**src/rtl/glb_geom_pkg.sv**
```systemverilog
package glb_geom_pkg;

    // ======================================================================
    // Bank and SRAM geometry
    // ======================================================================

    localparam int NUM_BANK   = 8;
    localparam int SRAM_WIDTH = 16;
    // Rows per bank, must stay a power of two
    localparam int SRAM_WORD  = 16;

    // Derived index widths
    localparam int ROW_W      = $clog2(SRAM_WORD);
    localparam int BANK_IDX_W = $clog2(NUM_BANK);
    localparam int BANK_CNT_W = BANK_IDX_W + 1;

endpackage

```
**src/rtl/glb_port_pkg.sv**
```systemverilog
package glb_port_pkg;

    // ======================================================================
    // Port counts and beat format
    // ======================================================================

    localparam int NUM_WRPORT = 2;
    localparam int NUM_RDPORT = 2;
    localparam int NUM_PORT   = NUM_WRPORT + NUM_RDPORT;

    localparam int MAXPAR     = 4;
    localparam int PAR_W      = $clog2(MAXPAR) + 1;
    localparam int ADDR_WIDTH = 8;
    localparam int BEAT_W     = glb_geom_pkg::SRAM_WIDTH * MAXPAR;

    localparam int WRPORT_IDX_W = (NUM_WRPORT > 1) ? $clog2(NUM_WRPORT) : 1;
    localparam int RDPORT_IDX_W = (NUM_RDPORT > 1) ? $clog2(NUM_RDPORT) : 1;

    // ======================================================================
    // Configuration layout
    // ======================================================================

    // Slot p owns flags [p*NUM_BANK +: NUM_BANK] and par [p*PAR_W +: PAR_W]
    // Write ports take the low slots, read ports follow
    localparam int CFG_FLAG_W = glb_geom_pkg::NUM_BANK * NUM_PORT;
    localparam int CFG_PAR_W  = PAR_W * NUM_PORT;

endpackage

```
**src/rtl/glb_port_map.sv**
```systemverilog
`timescale 1ns/1ps

module glb_port_map #(
    parameter int FLAG_OFFSET = 0
) (
    input  logic [glb_port_pkg::CFG_FLAG_W-1:0] cfg_bank_flag_i,
    input  logic [glb_port_pkg::CFG_PAR_W-1:0]  cfg_par_i,
    input  logic [glb_port_pkg::ADDR_WIDTH-1:0] addr_i,
    output logic                                alloc_o,
    output logic [glb_geom_pkg::BANK_IDX_W-1:0] beat_bank_o,
    output logic [glb_geom_pkg::ROW_W-1:0]      row_o,
    output logic [glb_port_pkg::ADDR_WIDTH-1:0] space_o,
    output logic [glb_geom_pkg::NUM_BANK-1:0]   hit_bank_o
);
    import glb_geom_pkg::*;
    import glb_port_pkg::*;

    logic [NUM_BANK-1:0]   flags;
    logic [PAR_W-1:0]      par;
    logic [BANK_IDX_W-1:0] first;
    logic [BANK_CNT_W-1:0] nbank;
    logic [ADDR_WIDTH-1:0] span;
    logic [ADDR_WIDTH-1:0] group;
    // Kept wide so a group past the last bank does not wrap around
    logic [ADDR_WIDTH-1:0] beat_first;

    assign flags   = cfg_bank_flag_i[FLAG_OFFSET*NUM_BANK +: NUM_BANK];
    assign par     = cfg_par_i[FLAG_OFFSET*PAR_W +: PAR_W];
    assign alloc_o = |flags;

    // Lowest set flag and number of set flags
    always_comb begin
        first = '0;
        nbank = '0;
        for (int i = NUM_BANK - 1; i >= 0; i--) begin
            if (flags[i]) begin
                first = BANK_IDX_W'(i);
            end
            nbank = nbank + BANK_CNT_W'(flags[i]);
        end
    end

    // Lines the port holds before wrapping: SRAM_WORD * nbank / par
    assign span    = ADDR_WIDTH'(nbank) << ROW_W;
    assign space_o = (alloc_o && par != '0) ? span / ADDR_WIDTH'(par)
                                            : ADDR_WIDTH'(SRAM_WORD);

    assign group       = (addr_i % space_o) >> ROW_W;
    assign beat_first  = ADDR_WIDTH'(first) + group * ADDR_WIDTH'(par);
    assign beat_bank_o = beat_first[BANK_IDX_W-1:0];
    assign row_o       = addr_i[ROW_W-1:0];

    // par consecutive banks from the beat's first bank
    always_comb begin
        for (int i = 0; i < NUM_BANK; i++) begin
            hit_bank_o[i] = alloc_o && (ADDR_WIDTH'(i) >= beat_first)
                            && (ADDR_WIDTH'(i) < beat_first + ADDR_WIDTH'(par));
        end
    end

endmodule

```
**src/rtl/glb_wr_ctrl.sv**
```systemverilog
`timescale 1ns/1ps

module glb_wr_ctrl #(
    parameter int PORT = 0
) (
    input  logic [glb_port_pkg::CFG_FLAG_W-1:0]                        cfg_bank_flag_i,
    input  logic [glb_port_pkg::CFG_PAR_W-1:0]                         cfg_par_i,
    input  logic [glb_port_pkg::ADDR_WIDTH-1:0]                        wr_addr_i,
    input  logic                                                       wr_vld_i,
    output logic                                                       wr_rdy_o,
    input  logic [glb_port_pkg::ADDR_WIDTH*glb_geom_pkg::NUM_BANK-1:0] rd_mark_all_i,
    output logic [glb_geom_pkg::NUM_BANK-1:0]                          bank_en_o
);
    import glb_geom_pkg::*;
    import glb_port_pkg::*;

    logic                  alloc;
    logic [BANK_IDX_W-1:0] beat_bank;
    logic [ADDR_WIDTH-1:0] space;
    logic [NUM_BANK-1:0]   hit_bank;
    logic [ADDR_WIDTH-1:0] rd_mark;
    logic [ADDR_WIDTH-1:0] fill;
    logic                  full;

    glb_port_map #(
        .FLAG_OFFSET (PORT)
    ) u_map (
        .cfg_bank_flag_i (cfg_bank_flag_i),
        .cfg_par_i       (cfg_par_i),
        .addr_i          (wr_addr_i),
        .alloc_o         (alloc),
        .beat_bank_o     (beat_bank),
        .row_o           (),
        .space_o         (space),
        .hit_bank_o      (hit_bank)
    );

    assign rd_mark = rd_mark_all_i[beat_bank*ADDR_WIDTH +: ADDR_WIDTH];

    // Lines ahead of the reader, modulo the address width
    assign fill     = wr_addr_i - rd_mark;
    assign full     = fill >= space;
    assign wr_rdy_o = alloc & ~full;

    assign bank_en_o = {NUM_BANK{wr_vld_i & wr_rdy_o}} & hit_bank;

endmodule

```
**config.mk**
```make
export PLATFORM = sky130hd
export DESIGN_NAME = glb_wr_ctrl
export DESIGN_NICKNAME = d
export VERILOG_FILES = /design/src/rtl/glb_geom_pkg.sv /design/src/rtl/glb_port_pkg.sv /design/src/rtl/glb_port_map.sv /design/src/rtl/glb_wr_ctrl.sv
export SDC_FILE = /design/constraint.sdc
export NUM_CORES = 1
export LEC_CHECK = 0
export ABC_AREA = 0
export BUFFER_PORTS_ARGS = -buffer_cell sky130_fd_sc_hd__buf_2
export CAP_MARGIN = 20
export CORE_MARGIN = 10
export CORE_UTILIZATION = 35
export DETAILED_ROUTE_END_ITERATION = 8
export SETUP_SLACK_MARGIN = 0.3
export SLEW_MARGIN = 40
export SYNTH_ARGS = -nofsm -noshare
export SYNTH_HDL_FRONTEND = slang
export SYNTH_HIERARCHICAL = 1
export SYNTH_SLANG_ARGS = --single-unit
```
**constraint.sdc**
```tcl
create_clock -name vclk -period 74.6
set_input_delay 3.73 -clock vclk [all_inputs]
set_output_delay 3.73 -clock vclk [all_outputs]
set_load 0.01 [all_outputs]
```
## Word level (Yosys, flattened, before mapping)

Cells that the tools add are included.

| storage, ports and cells | value |
|---|---|
| register bits after elaboration | 0 |
| logic and storage cells | 63 |
| input bits | 117 |
| output and inout bits | 9 |

| cells by class | value |
|---|---|
| divide/modulo/power cells | 2 |
| reduce and logical (&&, ||, !) cells | 19 |
| bitwise logic cells | 4 |
| shift-type cells | 1 |
| magnitude comparators | 17 |
| multiply operators | 1 |
| $add $sub $neg | 10 |
| mux-type cells | 9 |

Operator list:

| operator | number |
|---|---|
| 64-bit by 7-bit indexed part select with 8-bit output | 1 |
| 3-bit by 8-bit greater-or-equal comparator with 1-bit output, first input constant | 4 |
| 3-bit by 8-bit < comparator with 1-bit output, first input constant | 4 |
| 4-bit by 1-bit adder with 4-bit output | 6 |
| 3-bit two-way mux | 8 |
| 1-bit logical AND | 17 |
| 1-bit by 8-bit greater-or-equal comparator with 1-bit output, first input constant | 2 |
| 2-bit by 8-bit greater-or-equal comparator with 1-bit output, first input constant | 2 |
| 1-bit by 8-bit < comparator with 1-bit output, first input constant | 2 |
| 2-bit by 8-bit < comparator with 1-bit output, first input constant | 2 |
| 3-bit by 8-bit adder with 8-bit output | 1 |
| 8-bit by 3-bit adder with 8-bit output | 1 |
| 8-bit AND | 1 |
| 8-bit by 3-bit divider with 8-bit output | 1 |
| 8-bit greater-or-equal comparator | 1 |
| 8-bit by 8-bit remainder unit with 8-bit output | 1 |
| 8-bit two-way mux | 1 |
| 8-bit OR reduction | 1 |
| 8-bit subtractor | 1 |
| 4-bit by 3-bit multiplier with 7-bit output | 1 |
| 3-bit nonzero test | 1 |
| 1-bit by 1-bit adder with 2-bit output | 1 |
| 1-bit AND | 2 |
| 1-bit NOT | 1 |

## Longest topological paths before layout

| logic depth | value |
|---|---|
| depth in word-level cells | 19 |
| mapped depth | 139 |
| gate-level depth less buffers | 134 |

## Modules after synthesis

The synthesis kept the hierarchy.

Modules (own cells, without submodules):

| module | seq. area each (um^2) | instances | cells each | area each (um^2) |
|---|---|---|---|---|
| glb_port_map | 0.0 | 1 | 568 | 3948.8 |
| glb_wr_ctrl | 0.0 | 1 | 107 | 1041.0 |

## Worst setup path before layout

OpenSTA, ideal clock, no wires.

| timing path | value |
|---|---|
| kind | input port to output port |
| start | input port cfg_bank_flag_i[0] (netlist name) |
| end | output port bank_en_o[0] (netlist name) |
| stages | 132 |
| setup slack | 40.352 ns |
| arrival time | 30.518 ns |
| required time | 70.870 ns |
| buffers on the path | 4 |
| cell sequence | inv_1 > fa_1 > fa_1 > fa_1 > inv_1 > ha_1 > a21oi_1 > nor2_1 > ha_1 > a2bb2oi_1 > a21oi_1 > ha_1 > o21a_1 > or4_4 > o21ai_0 > ha_1 > and2_1 > or3_1 > (+96 left out) > inv_1 > fa_1 > inv_1 > clkbuf_1 > mux2_2 > ha_1 > inv_1 > fa_1 > a21o_1 > a21oi_1 > o21bai_1 > a21oi_1 > xnor2_1 > ha_1 > a21o_1 > nand2_1 > nand4_1 > a21oi_1 |

| on the way | value |
|---|---|
| longest elaborated chain between the ends | 13 |
| elaborated cells between the ends (all ways) | 21 |
| those cells by class | add/sub: 4; mul: 1; div: 2; order compare: 3; shift: 1; mux: 2; bitwise: 4; reduce/logical: 4 |

RTL lines:

| what | line | source |
|---|---|---|
| start, declared | glb_wr_ctrl.sv:6 | `input logic [glb_port_pkg::CFG_FLAG_W-1:0] cfg_bank_flag_i,` |
| 4-bit by 1-bit adder with 4-bit output / 8-bit OR reduction (equally long branches) | glb_port_map.sv:39, glb_port_map.sv:29 |  |
| 8-bit by 3-bit divider with 8-bit output / 1-bit logical AND (equally long branches) | glb_port_map.sv:45 | `assign space_o = (alloc_o && par != '0) ? span / ADDR_WIDTH'(par)` |
| 8-bit two-way mux | glb_port_map.sv:45 |  |
| 8-bit by 8-bit remainder unit with 8-bit output | glb_port_map.sv:48 | `assign group = (addr_i % space_o) >> ROW_W;` |
| 4-bit by 3-bit multiplier with 7-bit output | glb_port_map.sv:49 | `assign beat_first = ADDR_WIDTH'(first) + group * ADDR_WIDTH'(par);` |
| 3-bit by 8-bit adder with 8-bit output (*) | glb_port_map.sv:49 |  |
| named net beat_bank[2] | glb_wr_ctrl.sv:18 | `logic [BANK_IDX_W-1:0] beat_bank;` |
| 64-bit by 7-bit indexed part select with 8-bit output | glb_wr_ctrl.sv:38 | `assign rd_mark = rd_mark_all_i[beat_bank*ADDR_WIDTH +: ADDR_WIDTH];` |
| 8-bit subtractor | glb_wr_ctrl.sv:41 | `assign fill = wr_addr_i - rd_mark;` |
| 8-bit greater-or-equal comparator | glb_wr_ctrl.sv:42 | `assign full = fill >= space;` |
| 1-bit NOT | glb_wr_ctrl.sv:43 | `assign wr_rdy_o = alloc & ~full;` |
| 1-bit AND | glb_wr_ctrl.sv:43 |  |
| 1-bit AND | glb_wr_ctrl.sv:45 | `assign bank_en_o = {NUM_BANK{wr_vld_i & wr_rdy_o}} & hit_bank;` |
| 8-bit AND (*) | glb_wr_ctrl.sv:45 |  |
| end, declared | glb_wr_ctrl.sv:12 | `output logic [glb_geom_pkg::NUM_BANK-1:0] bank_en_o` |

The timed path passes the listed nets; every way through them passes the cells marked *.

## Worst setup path in the final report

| timing path | value |
|---|---|
| start | input port cfg_bank_flag_i[0] (netlist name) |
| end | output port bank_en_o[4] (netlist name) |

Same word-level chain as after synthesis.

==> impl_metrics.json <==
{
  "maxSlewHeadroom_pct": 45.79,
  "routed_wl_mm": 13.09,
  "die_w_um": 139.0,
  "crit_family": "compound AO/OA/AOI/OAI gates",
  "fp.dieH_um": 139.0,
  "io_pins": 126,
  "hp-class": "in -> out",
  "cp-end-kind": "output port",
  "portBuffers": 93,
  "crit_type": "in -> out",
  "netlist_instances": 671,
  "drv_slew": 0,
  "worstMarginPinSlew_ns": 0.7926,
  "clock_buffers": 0,
  "grt_pass1_wl_mm": 22.27,
  "start_util_pct": 35.73,
  "cts_setup_buffers": 0,
  "cap_violations": 0,
  "cp_max_fo": 13,
  "avgSynthCellArea_um2": 7.392,
  "first_pass_iters": 4,
  "rows": 43,
  "grt_overflow": 0,
  "max_freq_mhz": 26.56,
  "ctsHoldBuffers": 0,
  "whs_endpoint": "bank_en_o[0]",
  "dieArea_um2": 19330,
  "outcome": "completed",
  "cts.repair.resized": 0,
  "crit_path_start_kind": "primary input",
  "period_share_pct": 50.48,
  "wl_met1_mm": 6.245,
  "drt-initial-drc-count": 252,
  "ys_warn_count": 6,
  "routed-wl-met3_um": 421,
  "cp_slowest_cell": "o31ai_2",
  "grt_max_degree": 24,
  "drive_gt1_share_pct": 18.34,
  "synthesis.area_um2": 4960,
  "antenna_found_initial": 0,
  "ant_nets": 0,
  "crit_buf_inv": 13,
  "hold_viol": 0,
  "synthToLayoutAreaGrowth_pct": 12.97,
  "diodes": 0,
  "rsz0062_at_grt": "false",
  "layout_min_cycle_time_ns": 37.66,
  "grt_use_total_pct": 12.76,
  "fin_tns_setup_ns": 0,
  "synth_fp_nets": 889,
  "crit_top_cell": "ha_1",
  "avgRoutedWirePerCell_um": 14.12,
  "finalSetupViolCount": 0,
  "via_count": 5046,
  "cp.required_ns": 70.87,
  "dr_wl_met2_mm": 6.384,
  "place_hpwl_mm": 11.48,
  "arrival_ns": 33.93,
  "vias_per_cell": 5.443,
  "hp-start": "wr_vld_i",
  "ff_latch_area_um2": 0,
  "cpPeakStageDelay_ns": 0.66,
  "hold_depth": 4,
  "seq_cell_count": 0,
  "gp_congestion": 0.8828,
  "drc": 0,
  "floorplan.core_area_um2": 13880,
  "highest_layer": "met4",
  "fin_nets": 967,
  "grt_pass1_vias": 4922
}
-- layout by cell type (no fill, tap or decap), types with 11 or more instances in the layout --
cell,instances
a21oi_1,47
buf_2,93
o21ai_0,47
xnor2_1,13
nand2_1,42
xor2_1,13
fa_1,11
mux2i_1,13
o21a_1,22
mux4_2,13
nand2b_1,11
nor2b_1,11
ha_1,89
nor3_1,33
and2_1,11
inv_1,69
nor2_1,59
a21o_1,15
-- tightest hold or removal path: cells and delay by family --
family,cells,cell delay [ns]
compound gates,1,0.04
buf+inv,2,0.27
simple gates,1,0.08
-- per-stage QoR --
| step | worst slack (ns) | util (%) | cell area, µm² | hold WS [ns] | instances |
|---|---|---|---|---|---|
| 2_1_floorplan | 40.35 | - | 4960 | 7.752 | 671 |
| 3_5_place_dp | 36.89 | 40.31 | 5595 | 7.842 | 927 |
| 4_1_cts | 36.76 | 40.31 | 5595 | 7.848 | 927 |
| 6_report | 36.94 | 40.36 | 5603 | 7.852 | 927 |
| 5_1_grt | 33.83 | 40.36 | 5603 | 7.887 | 927 |
| 3_3_place_gp | 36.60 | 40.27 | 5590 | 7.846 | 927 |
-- how the worst max path moves through the flow --
stage          slack, ns           end  depth (start not counted)                from
4_1_cts            36.76  bank_en_o[4]                        130  cfg_bank_flag_i[0]
3_3_place_gp       36.60  bank_en_o[7]                        133  cfg_bank_flag_i[0]
3_5_place_dp       36.89  bank_en_o[4]                        130  cfg_bank_flag_i[0]
6_report           36.94  bank_en_o[4]                        130  cfg_bank_flag_i[0]
5_1_grt            33.83  bank_en_o[4]                        130  cfg_bank_flag_i[0]
2_1_floorplan      40.35  bank_en_o[0]                        132  cfg_bank_flag_i[0]
-- layer usage --
layer  GRT usage, %  vias up
met5              0        -
met4         0.3844        0
met3          1.233        4
met2          23.61       95
met1          16.24     2302
li1               -     2645
-- layout make-up --
cell class | count | area (µm²)
Inverter | 69 | 259.0
Multi-Input combinational cell | 581 | 4623
Tap cell | 180 | 225.2
Timing Repair Buffer | 97 | 495.5
Fill cell | 1518 | 8278
Power is left out: the tool's default activity adds up to more than one toggle a clock period on the data nets, which glitch-free logic cannot reach.
