==> src/rtl/glb_geom_pkg.sv <==
package glb_geom_pkg;

    // ======================================================================
    // Bank and SRAM geometry
    // ======================================================================

    localparam int NUM_BANK   = 8;
    localparam int SRAM_WIDTH = 16;
    // Rows per bank, must stay a power of two
    localparam int SRAM_WORD  = 16;

    // Derived index widths
    localparam int ROW_W      = $clog2(SRAM_WORD);
    localparam int BANK_IDX_W = $clog2(NUM_BANK);
    localparam int BANK_CNT_W = BANK_IDX_W + 1;

endpackage

==> src/rtl/glb_port_pkg.sv <==
package glb_port_pkg;

    // ======================================================================
    // Port counts and beat format
    // ======================================================================

    localparam int NUM_WRPORT = 2;
    localparam int NUM_RDPORT = 2;
    localparam int NUM_PORT   = NUM_WRPORT + NUM_RDPORT;

    localparam int MAXPAR     = 4;
    localparam int PAR_W      = $clog2(MAXPAR) + 1;
    localparam int ADDR_WIDTH = 8;
    localparam int BEAT_W     = glb_geom_pkg::SRAM_WIDTH * MAXPAR;

    localparam int WRPORT_IDX_W = (NUM_WRPORT > 1) ? $clog2(NUM_WRPORT) : 1;
    localparam int RDPORT_IDX_W = (NUM_RDPORT > 1) ? $clog2(NUM_RDPORT) : 1;

    // ======================================================================
    // Configuration layout
    // ======================================================================

    // Slot p owns flags [p*NUM_BANK +: NUM_BANK] and par [p*PAR_W +: PAR_W]
    // Write ports take the low slots, read ports follow
    localparam int CFG_FLAG_W = glb_geom_pkg::NUM_BANK * NUM_PORT;
    localparam int CFG_PAR_W  = PAR_W * NUM_PORT;

endpackage

==> src/rtl/glb_port_map.sv <==
`timescale 1ns/1ps

module glb_port_map #(
    parameter int FLAG_OFFSET = 0
) (
    input  logic [glb_port_pkg::CFG_FLAG_W-1:0] cfg_bank_flag_i,
    input  logic [glb_port_pkg::CFG_PAR_W-1:0]  cfg_par_i,
    input  logic [glb_port_pkg::ADDR_WIDTH-1:0] addr_i,
    output logic                                alloc_o,
    output logic [glb_geom_pkg::BANK_IDX_W-1:0] beat_bank_o,
    output logic [glb_geom_pkg::ROW_W-1:0]      row_o,
    output logic [glb_port_pkg::ADDR_WIDTH-1:0] space_o,
    output logic [glb_geom_pkg::NUM_BANK-1:0]   hit_bank_o
);
    import glb_geom_pkg::*;
    import glb_port_pkg::*;

    logic [NUM_BANK-1:0]   flags;
    logic [PAR_W-1:0]      par;
    logic [BANK_IDX_W-1:0] first;
    logic [BANK_CNT_W-1:0] nbank;
    logic [ADDR_WIDTH-1:0] span;
    logic [ADDR_WIDTH-1:0] group;
    // Kept wide so a group past the last bank does not wrap around
    logic [ADDR_WIDTH-1:0] beat_first;

    assign flags   = cfg_bank_flag_i[FLAG_OFFSET*NUM_BANK +: NUM_BANK];
    assign par     = cfg_par_i[FLAG_OFFSET*PAR_W +: PAR_W];
    assign alloc_o = |flags;

    // Lowest set flag and number of set flags
    always_comb begin
        first = '0;
        nbank = '0;
        for (int i = NUM_BANK - 1; i >= 0; i--) begin
            if (flags[i]) begin
                first = BANK_IDX_W'(i);
            end
            nbank = nbank + BANK_CNT_W'(flags[i]);
        end
    end

    // Lines the port holds before wrapping: SRAM_WORD * nbank / par
    assign span    = ADDR_WIDTH'(nbank) << ROW_W;
    assign space_o = (alloc_o && par != '0) ? span / ADDR_WIDTH'(par)
                                            : ADDR_WIDTH'(SRAM_WORD);

    assign group       = (addr_i % space_o) >> ROW_W;
    assign beat_first  = ADDR_WIDTH'(first) + group * ADDR_WIDTH'(par);
    assign beat_bank_o = beat_first[BANK_IDX_W-1:0];
    assign row_o       = addr_i[ROW_W-1:0];

    // par consecutive banks from the beat's first bank
    always_comb begin
        for (int i = 0; i < NUM_BANK; i++) begin
            hit_bank_o[i] = alloc_o && (ADDR_WIDTH'(i) >= beat_first)
                            && (ADDR_WIDTH'(i) < beat_first + ADDR_WIDTH'(par));
        end
    end

endmodule

==> src/rtl/glb_rd_ctrl.sv <==
`timescale 1ns/1ps

module glb_rd_ctrl #(
    parameter int PORT = 0
) (
    input  logic                                                       clk,
    input  logic                                                       rst_n,
    input  logic [glb_port_pkg::CFG_FLAG_W-1:0]                        cfg_bank_flag_i,
    input  logic [glb_port_pkg::CFG_PAR_W-1:0]                         cfg_par_i,
    input  logic [glb_port_pkg::ADDR_WIDTH-1:0]                        rd_addr_i,
    input  logic                                                       rd_addr_vld_i,
    output logic                                                       rd_addr_rdy_o,
    input  logic [glb_port_pkg::ADDR_WIDTH*glb_geom_pkg::NUM_BANK-1:0] wr_mark_all_i,
    input  logic [glb_geom_pkg::NUM_BANK-1:0]                          arready_all_i,
    input  logic [glb_geom_pkg::NUM_BANK-1:0]                          rvalid_all_i,
    input  logic [glb_geom_pkg::SRAM_WIDTH*glb_geom_pkg::NUM_BANK-1:0] rdata_all_i,
    output logic [glb_geom_pkg::NUM_BANK-1:0]                          bank_en_o,
    output logic [glb_port_pkg::BEAT_W-1:0]                            rd_dat_o,
    output logic                                                       rd_dat_vld_o
);
    import glb_geom_pkg::*;
    import glb_port_pkg::*;

    logic                  alloc;
    logic [BANK_IDX_W-1:0] beat_bank;
    logic [NUM_BANK-1:0]   hit_bank;
    logic [PAR_W-1:0]      par;
    logic [ADDR_WIDTH-1:0] wr_mark;
    logic                  empty;
    logic                  addr_fire;
    logic                  dat_taken;
    // In-flight beat
    logic                  busy_q;
    logic [BANK_IDX_W-1:0] bank_q;
    logic [PAR_W-1:0]      par_q;

    glb_port_map #(
        .FLAG_OFFSET (NUM_WRPORT + PORT)
    ) u_map (
        .cfg_bank_flag_i (cfg_bank_flag_i),
        .cfg_par_i       (cfg_par_i),
        .addr_i          (rd_addr_i),
        .alloc_o         (alloc),
        .beat_bank_o     (beat_bank),
        .row_o           (),
        .space_o         (),
        .hit_bank_o      (hit_bank)
    );

    assign par     = cfg_par_i[(NUM_WRPORT + PORT)*PAR_W +: PAR_W];
    assign wr_mark = wr_mark_all_i[beat_bank*ADDR_WIDTH +: ADDR_WIDTH];
    assign empty   = rd_addr_i >= wr_mark;

    // A pending beat must be taken before the next address goes out
    assign rd_addr_rdy_o = alloc & ~empty & arready_all_i[beat_bank]
                           & (~busy_q | arready_all_i[bank_q]);
    assign addr_fire     = rd_addr_vld_i & rd_addr_rdy_o;
    assign bank_en_o     = {NUM_BANK{addr_fire}} & hit_bank;

    assign rd_dat_vld_o  = busy_q & rvalid_all_i[bank_q];
    // rvalid with arready high at the bank means rready was seen
    assign dat_taken     = rd_dat_vld_o & arready_all_i[bank_q];

    always_ff @(posedge clk or negedge rst_n) begin
        if (!rst_n) begin
            busy_q <= 1'b0;
            bank_q <= '0;
            par_q  <= '0;
        end else if (addr_fire) begin
            busy_q <= 1'b1;
            bank_q <= beat_bank;
            par_q  <= par;
        end else if (dat_taken) begin
            busy_q <= 1'b0;
        end
    end

    // Gather par words from consecutive banks, upper words zero
    always_comb begin
        int idx;
        rd_dat_o = '0;
        for (int k = 0; k < MAXPAR; k++) begin
            idx = int'(bank_q) + k;
            if (k < int'(par_q) && idx < NUM_BANK) begin
                rd_dat_o[k*SRAM_WIDTH +: SRAM_WIDTH] =
                    rdata_all_i[idx*SRAM_WIDTH +: SRAM_WIDTH];
            end
        end
    end

endmodule

==> config.mk <==
export PLATFORM = sky130hd
export DESIGN_NAME = glb_rd_ctrl
export DESIGN_NICKNAME = d
export VERILOG_FILES = /design/src/rtl/glb_geom_pkg.sv /design/src/rtl/glb_port_pkg.sv /design/src/rtl/glb_port_map.sv /design/src/rtl/glb_rd_ctrl.sv
export SDC_FILE = /design/constraint.sdc
export NUM_CORES = 1
export LEC_CHECK = 0
export BUFFER_PORTS_ARGS = -buffer_cell sky130_fd_sc_hd__buf_2
export CELL_PAD_IN_SITES_DETAIL_PLACEMENT = 1
export CELL_PAD_IN_SITES_GLOBAL_PLACEMENT = 2
export CORE_MARGIN = 5
export CORE_UTILIZATION = 25
export CTS_BUF_LIST = sky130_fd_sc_hd__clkbuf_2 sky130_fd_sc_hd__clkbuf_4 sky130_fd_sc_hd__clkbuf_8
export CTS_CLUSTER_DIAMETER = 150
export DETAILED_ROUTE_END_ITERATION = 8
export GPL_ROUTABILITY_DRIVEN = 1
export PLACE_DENSITY_LB_ADDON = 0.1
export SYNTH_ARGS = -nofsm -noshare
export SYNTH_HDL_FRONTEND = slang
export SYNTH_SLANG_ARGS = --single-unit
==> constraint.sdc <==
create_clock -name clk -period 45.2 [get_ports clk]
set_clock_uncertainty 0.2 [all_clocks]
set_input_delay 9.04 -clock clk [delete_from_list [all_inputs] [get_ports clk]]
set_output_delay 9.04 -clock clk [all_outputs]
set_load 0.02 [all_outputs]
; Word-level counts from Yosys, hierarchy flattened
; Cells that the tools add are included.
[totals]
regBits = 7
input_bits = 263
output_inout_bits = 74
[op_classes]
add_sub_neg = 12
mul = 1
n_div = 2
magnitude_cmp = 27
n_shift = 5
n_mux = 21
bitwise_logic = 10
n_reduce_logical = 24
[op_table]
columns = operator, n
row1 = 128-bit by 9-bit variable part select with 16-bit output, 3
row2 = 128-bit by 8-bit variable part select with 16-bit output, 1
row3 = 16-bit two-way mux, 4
row4 = 64-bit by 7-bit variable part select with 8-bit output, 1
row5 = "3-bit by 8-bit greater-or-equal comparator with 1-bit output, first input constant", 4
row6 = "3-bit by 8-bit less-than comparator with 1-bit output, first input constant", 4
row7 = 4-bit by 1-bit adder with 4-bit output, 6
row8 = 3-bit two-way mux, 8
row9 = 1-bit logical AND, 21
row10 = "1-bit by 8-bit greater-or-equal comparator with 1-bit output, first input constant", 2
row11 = "2-bit by 8-bit greater-or-equal comparator with 1-bit output, first input constant", 2
row12 = "1-bit by 8-bit less-than comparator with 1-bit output, first input constant", 2
row13 = "2-bit by 8-bit less-than comparator with 1-bit output, first input constant", 2
row14 = "3-bit by 4-bit less-than comparator with 1-bit output, second input constant", 3
row15 = "4-bit less-than comparator, second input constant", 3
row16 = 1-bit binary-select mux with 3-bit select, 3
row17 = "3-bit by 2-bit adder with 4-bit output, second input constant", 2
row18 = 3-bit by 8-bit adder with 8-bit output, 1
row19 = 8-bit by 3-bit adder with 8-bit output, 1
row20 = 8-bit bitwise AND, 1
row21 = 8-bit by 3-bit divider with 8-bit output, 1
row22 = 8-bit greater-or-equal comparator, 1
row23 = 8-bit by 8-bit modulo with 8-bit output, 1
row24 = 8-bit two-way mux, 1
row25 = 12 further kinds, 24

; Longest topological paths before layout
[depth]
word_depth = 20
ltp_mapped = 138
ltp_nobuf = 137

; Hierarchy
; Synthesis repeated with hierarchy kept, for this count alone.
[unflattened]
hier_cells = 1030
area_unflattened_um2 = 7932.6
[by_module_without_submodules]
columns = mod, n_inst, cells_per_inst, area_each_um2
row1 = glb_rd_ctrl, 1, 462, 3983.8
row2 = glb_port_map, 1, 568, 3948.8

; Worst setup path before layout
; Ideal clock, no wire load.
[synth_timing]
path_type = input to output
startpoint = input port cfg_bank_flag_i[22] in the netlist's numbering
endpoint = output port bank_en_o[0] in the netlist's numbering
arrival_ns = 36.240
path_slack_ns = -0.280
stages = 133
n_path_buf = 2
cell_sequence = inv_1 -> ha_1 -> inv_1 -> fa_1 -> fa_1 -> inv_1 -> ha_1 -> nor2b_1 -> o21ai_1 -> inv_1 -> ha_1 -> a22oi_1 -> ha_1 -> o21a_1 -> a211oi_2 -> o2bb2a_4 -> or2_2 -> ha_1 -> (+97 left out) -> ha_1 -> ha_1 -> xor2_1 -> clkbuf_1 -> mux2_2 -> ha_1 -> nand2b_1 -> a21o_1 -> a21oi_1 -> nor2b_1 -> o21ai_0 -> nand2b_1 -> a21oi_1 -> o21a_1 -> nand2_1 -> nor3_1 -> nand2b_1 -> a2111oi_0
[synth_between]
elab_chain_len = 20
word_cells_on_any_way = 36
classes_between = 9 x add/sub / 1 x mul / 2 x div / 3 x order compare / 1 x shift / 10 x mux / 6 x bitwise / 4 x reduce/logical
[synth_lines]
columns = element, line
row1 = from (decl), glb_rd_ctrl.sv:8  ; input logic [glb_port_pkg::CFG_FLAG_W-1:0] cfg_bank_flag_i,
row2 = 1-bit by 1-bit adder with 2-bit output, glb_port_map.sv:39  ; nbank = nbank + BANK_CNT_W'(flags[i]);
row3 = 4-bit by 1-bit adder with 4-bit output (6 in series), glb_port_map.sv:39
row4 = 8-bit by 3-bit divider with 8-bit output, glb_port_map.sv:45  ; assign space_o = (alloc_o && par != '0) ? span / ADDR_WIDTH'(par)
row5 = 8-bit two-way mux, glb_port_map.sv:45
row6 = 8-bit by 8-bit modulo with 8-bit output, glb_port_map.sv:48  ; assign group = (addr_i % space_o) >> ROW_W;
row7 = 4-bit by 3-bit multiplier with 7-bit output, glb_port_map.sv:49  ; assign beat_first = ADDR_WIDTH'(first) + group * ADDR_WIDTH'(par);
row8 = 3-bit by 8-bit adder with 8-bit output *, glb_port_map.sv:49
row9 = net beat_bank[2], glb_rd_ctrl.sv:25  ; logic [BANK_IDX_W-1:0] beat_bank;
row10 = 64-bit by 7-bit variable part select with 8-bit output, glb_rd_ctrl.sv:51  ; assign wr_mark = wr_mark_all_i[beat_bank*ADDR_WIDTH +: ADDR_WIDTH];
row11 = 8-bit greater-or-equal comparator, glb_rd_ctrl.sv:52  ; assign empty = rd_addr_i >= wr_mark;
row12 = 1-bit inverter, glb_rd_ctrl.sv:55  ; assign rd_addr_rdy_o = alloc & ~empty & arready_all_i[beat_bank]
row13 = 1-bit bitwise AND, glb_rd_ctrl.sv:55
row14 = 1-bit bitwise AND *, glb_rd_ctrl.sv:55
row15 = 1-bit bitwise AND *, glb_rd_ctrl.sv:56  ; & (~busy_q | arready_all_i[bank_q]);
row16 = net rd_addr_rdy_o, glb_rd_ctrl.sv:12  ; output logic rd_addr_rdy_o,
row17 = 1-bit bitwise AND *, glb_rd_ctrl.sv:57  ; assign addr_fire = rd_addr_vld_i & rd_addr_rdy_o;
row18 = 8-bit bitwise AND *, glb_rd_ctrl.sv:58  ; assign bank_en_o = {NUM_BANK{addr_fire}} & hit_bank;
row19 = to (decl), glb_rd_ctrl.sv:17  ; output logic [glb_geom_pkg::NUM_BANK-1:0] bank_en_o,
; Mark *: on every way through the listed nets, which the timed path passes. The rest lies on a longest branch. The select of a mux whose other input is x is not followed.

; Worst setup path in the final report
[layout_timing]
startpoint = input port cfg_bank_flag_i[22] in the netlist's numbering
endpoint = output port bank_en_o[0] in the netlist's numbering
[layout_between]
elab_chain_len = 20
word_cells_on_any_way = 36
classes_between = 9 x add/sub / 1 x mul / 2 x div / 3 x order compare / 1 x shift / 10 x mux / 6 x bitwise / 4 x reduce/logical
[layout_lines]
columns = element, line
row1 = 1-bit by 1-bit adder with 2-bit output, glb_port_map.sv:39
row2 = 4-bit by 1-bit adder with 4-bit output (6 in series), glb_port_map.sv:39
row3 = 8-bit by 3-bit divider with 8-bit output, glb_port_map.sv:45
row4 = 8-bit two-way mux, glb_port_map.sv:45
row5 = 8-bit by 8-bit modulo with 8-bit output, glb_port_map.sv:48
row6 = 4-bit by 3-bit multiplier with 7-bit output, glb_port_map.sv:49
row7 = 3-bit by 8-bit adder with 8-bit output *, glb_port_map.sv:49
row8 = net beat_bank[1], glb_rd_ctrl.sv:25
row9 = 64-bit by 7-bit variable part select with 8-bit output, glb_rd_ctrl.sv:51
row10 = 8-bit greater-or-equal comparator, glb_rd_ctrl.sv:52
row11 = 1-bit inverter, glb_rd_ctrl.sv:55
row12 = 1-bit bitwise AND (2 in series), glb_rd_ctrl.sv:55
row13 = 1-bit bitwise AND, glb_rd_ctrl.sv:56
row14 = 1-bit bitwise AND, glb_rd_ctrl.sv:57
row15 = 8-bit bitwise AND *, glb_rd_ctrl.sv:58
; Marks and branches as above.

==> run metrics <==
outcome completed; fillers 3845; GRT Total Usage 19.3%; yosys warns 0; TritonCTS buffer count 3; first-pass GRT wire length 56.1 mm; most common cell after layout, fill and taps aside buf_2; CTS tree done; Top FF cell, synth dfrtp_1; Syn Area/Cell 7.81 sq um; Via Count 9657; slew at the pin closest to its max-slew limit 0.947 ns; Worst Hold End busy_q; Syn Inst Count 1004; multi-input combinational cell area 7590 sq um; critical path fanouts, max 5; Slew HR 36.8%; GRT overflow 0; R2R Path Start bank_q[2]; die extent in x 187 microns; Non-Filler Instances 1839; WL final 35.8 mm; DIE AREA 35000 sq um; max-slew violation count 0; Max-Cap Viols 0; # port buffers 303; end of the worst register-to-register path bank_q[1]; hpwl dp 29.8 mm; Worst Hold Depth 2; Peak Freq 23.0 MHz; register-to-register path setup slack 42.04 ns; # placed instances 1818; pin count of the biggest net entering global routing 74; kind of end point of the critical path output port; Reg area 181 sq um; first-iteration detailed-routing DRC count 368; minimum clock period after layout 43.56 ns; vias in the first global route 10200; Root Driver clkbuf_8; wire per inst 19.4 microns; syn_nets 1359; CP dominant cell by count ha_1; clock latency on the worst-skew pair 0.23 ns; Row Count 64; Register-to-Register Path Depth 8; nets 1792; mapped cell area 7840 sq um; Starting Density 25.5%; sequential-to-total area share from yosys stat 2.23%; Hold Buf Count CTS 0; Die Ht 187 microns; clock transition at the registers of the reported paths 0.04 ns; min-delay src busy_q; CTS sink count 7; initial antenna violation count 6; Post-synth EDFFs 0; Setup CP Type in -> out; Core Box Area 30700 sq um; Antenna Nets Post-Route 0; DR DRC count 0; Tcrit/Tclk final 96.4%; critical path required time 35.96 ns; gpl congestion 0.822; ys async rst share 100%; Area growth syn-to-layout 45.7%; Worst Hold Class reg -> reg; worst setup margin 1.64 ns; Max clock buf depth 2; DR pass1 iterations 4; H-tree depth 1; WP data arrival 34.32 ns; most frequent cells in the layout buf_2, buf_4, nor2_1; post-synthesis register bit count 7; I/O pin total 337; post-synth cell types 76; Vias/cell 5.25; Setup crit start kind primary input; pre-CTS WS -0.301 ns; critical path's slowest cell fa_1; final setup fails 0; Final Hold Fails 0; Setup crit start cfg_bank_flag_i[22]; Critical Path Max Stage Delay 0.64 ns; share of cells above drive strength 1 46.2%
worst max path at each step:
stage	to	slack, ns	cells past startpoint
floorplan	bank_en_o[6]	0.18	133
global placement	bank_en_o[0]	-0.14	138
detailed placement	bank_en_o[0]	-0.30	139
CTS	bank_en_o[0]	0.02	139
global route	bank_en_o[0]	-0.17	141
finish	bank_en_o[0]	1.64	139
per-stage QoR:
| stage | utilization, % | hold WS (ns) | TNS, ns | area, sq um |
|---|---|---|---|---|
| 3_5_place_dp | 35.7 | 0.331 | -0.801 | 11000 |
| 5_1_grt | 37.1 | 0.395 | -0.679 | 11400 |
| 6_report | 37.1 | 0.348 | 0 | 11400 |
| 3_3_place_gp | 35.7 | 0.315 | -0.142 | 11000 |
| 2_1_floorplan | - | 0.273 | 0 | 7840 |
| 4_1_cts | 36.0 | 0.353 | 0 | 11100 |
per-layer routing:
metal / GRT usage (%) / share of wire (%) / vias to the layer above
li1: - / - / 4698
met1: 25.4 / 44 / 4709
met2: 34.4 / 50 / 230
met3: 2.52 / 4.6 / 20
met4: 3.30 / 1.5 / 0
met5: 0 / 0 / -
worst max-delay path, delay by kind of cell:
| family | cells | cell delay [ns] |
|---|---|---|
| compound gates | 59 | 9.59 |
| fa+ha+maj | 24 | 7.19 |
| simple gates | 32 | 4.30 |
| mux | 8 | 2.20 |
| buf+inv | 15 | 1.82 |
| xor+xnor | 1 | 0.11 |
what timing repair did:
| item | 4_1_cts | 5_1_grt |
|---|---|---|
| pin swaps | 3 | 19 |
| resized for setup | 8 | 63 |
| cloned | 0 | 0 |
| buffers inserted | 2 | 8 |
| setup endpoints to repair | 7 | 9 |
cell type report:
cell class	instances	share of cell area (%)
timing repair buffer	487	25.5
clock buffer	4	0.427
inverter	44	1.45
sequential	7	1.59
tap	396	4.34
antenna	7	0.153
multi-input combinational	894	66.5
state kept, by name (all words and copies together), names as in the netlist:
register	count
busy_q	1
par_q	3
bank_q	3
cell usage after synthesis (4+ instances only):
cell,n,share of area [%]
nand3_1,9,0.57
or3_1,8,0.64
nand2b_1,9,0.72
dfrtp_1,7,2.2
ha_1,82,13
nor2b_1,44,3.5
mux2i_1,50,6.4
o31ai_1,5,0.48
xor2_1,6,0.67
fa_1,10,2.6
a2111oi_0,4,0.45
clkbuf_1,43,2.1
mux4_2,54,16
buf_1,14,0.67
o211a_1,5,0.64
a22oi_1,18,1.7
nor2_1,113,5.4
o21a_1,23,2.2
a21o_1,13,1.2
o21ai_0,35,2.2
a211oi_1,54,5.2
nor4_1,5,0.40
and3_1,4,0.32
a31oi_1,4,0.32
xnor2_1,12,1.3
nand2_1,73,3.5
inv_1,39,1.9
a21oi_1,85,5.4
or2_2,7,0.56
and2_1,11,0.88
nor3_1,29,1.9
o21ai_1,6,0.38
mux2_2,30,4.3
o21bai_1,4,0.38
o211ai_1,27,2.6
kinds of logic (layout without fill, tap and decap cells):
logic type,Yosys count,count (layout),synth area share [%]
fa+ha+maj,92,92,15.6
compound gates,325,325,29.0
other cells,0,7,0
xor+xnor,18,18,2.01
buf+inv,103,535,5.04
flops,7,7,2.24
simple gates,323,323,19.5
mux,136,136,26.6
Power is left out: the tool's default activity adds up to more than one toggle a clock period on the data nets, which glitch-free logic cannot reach.
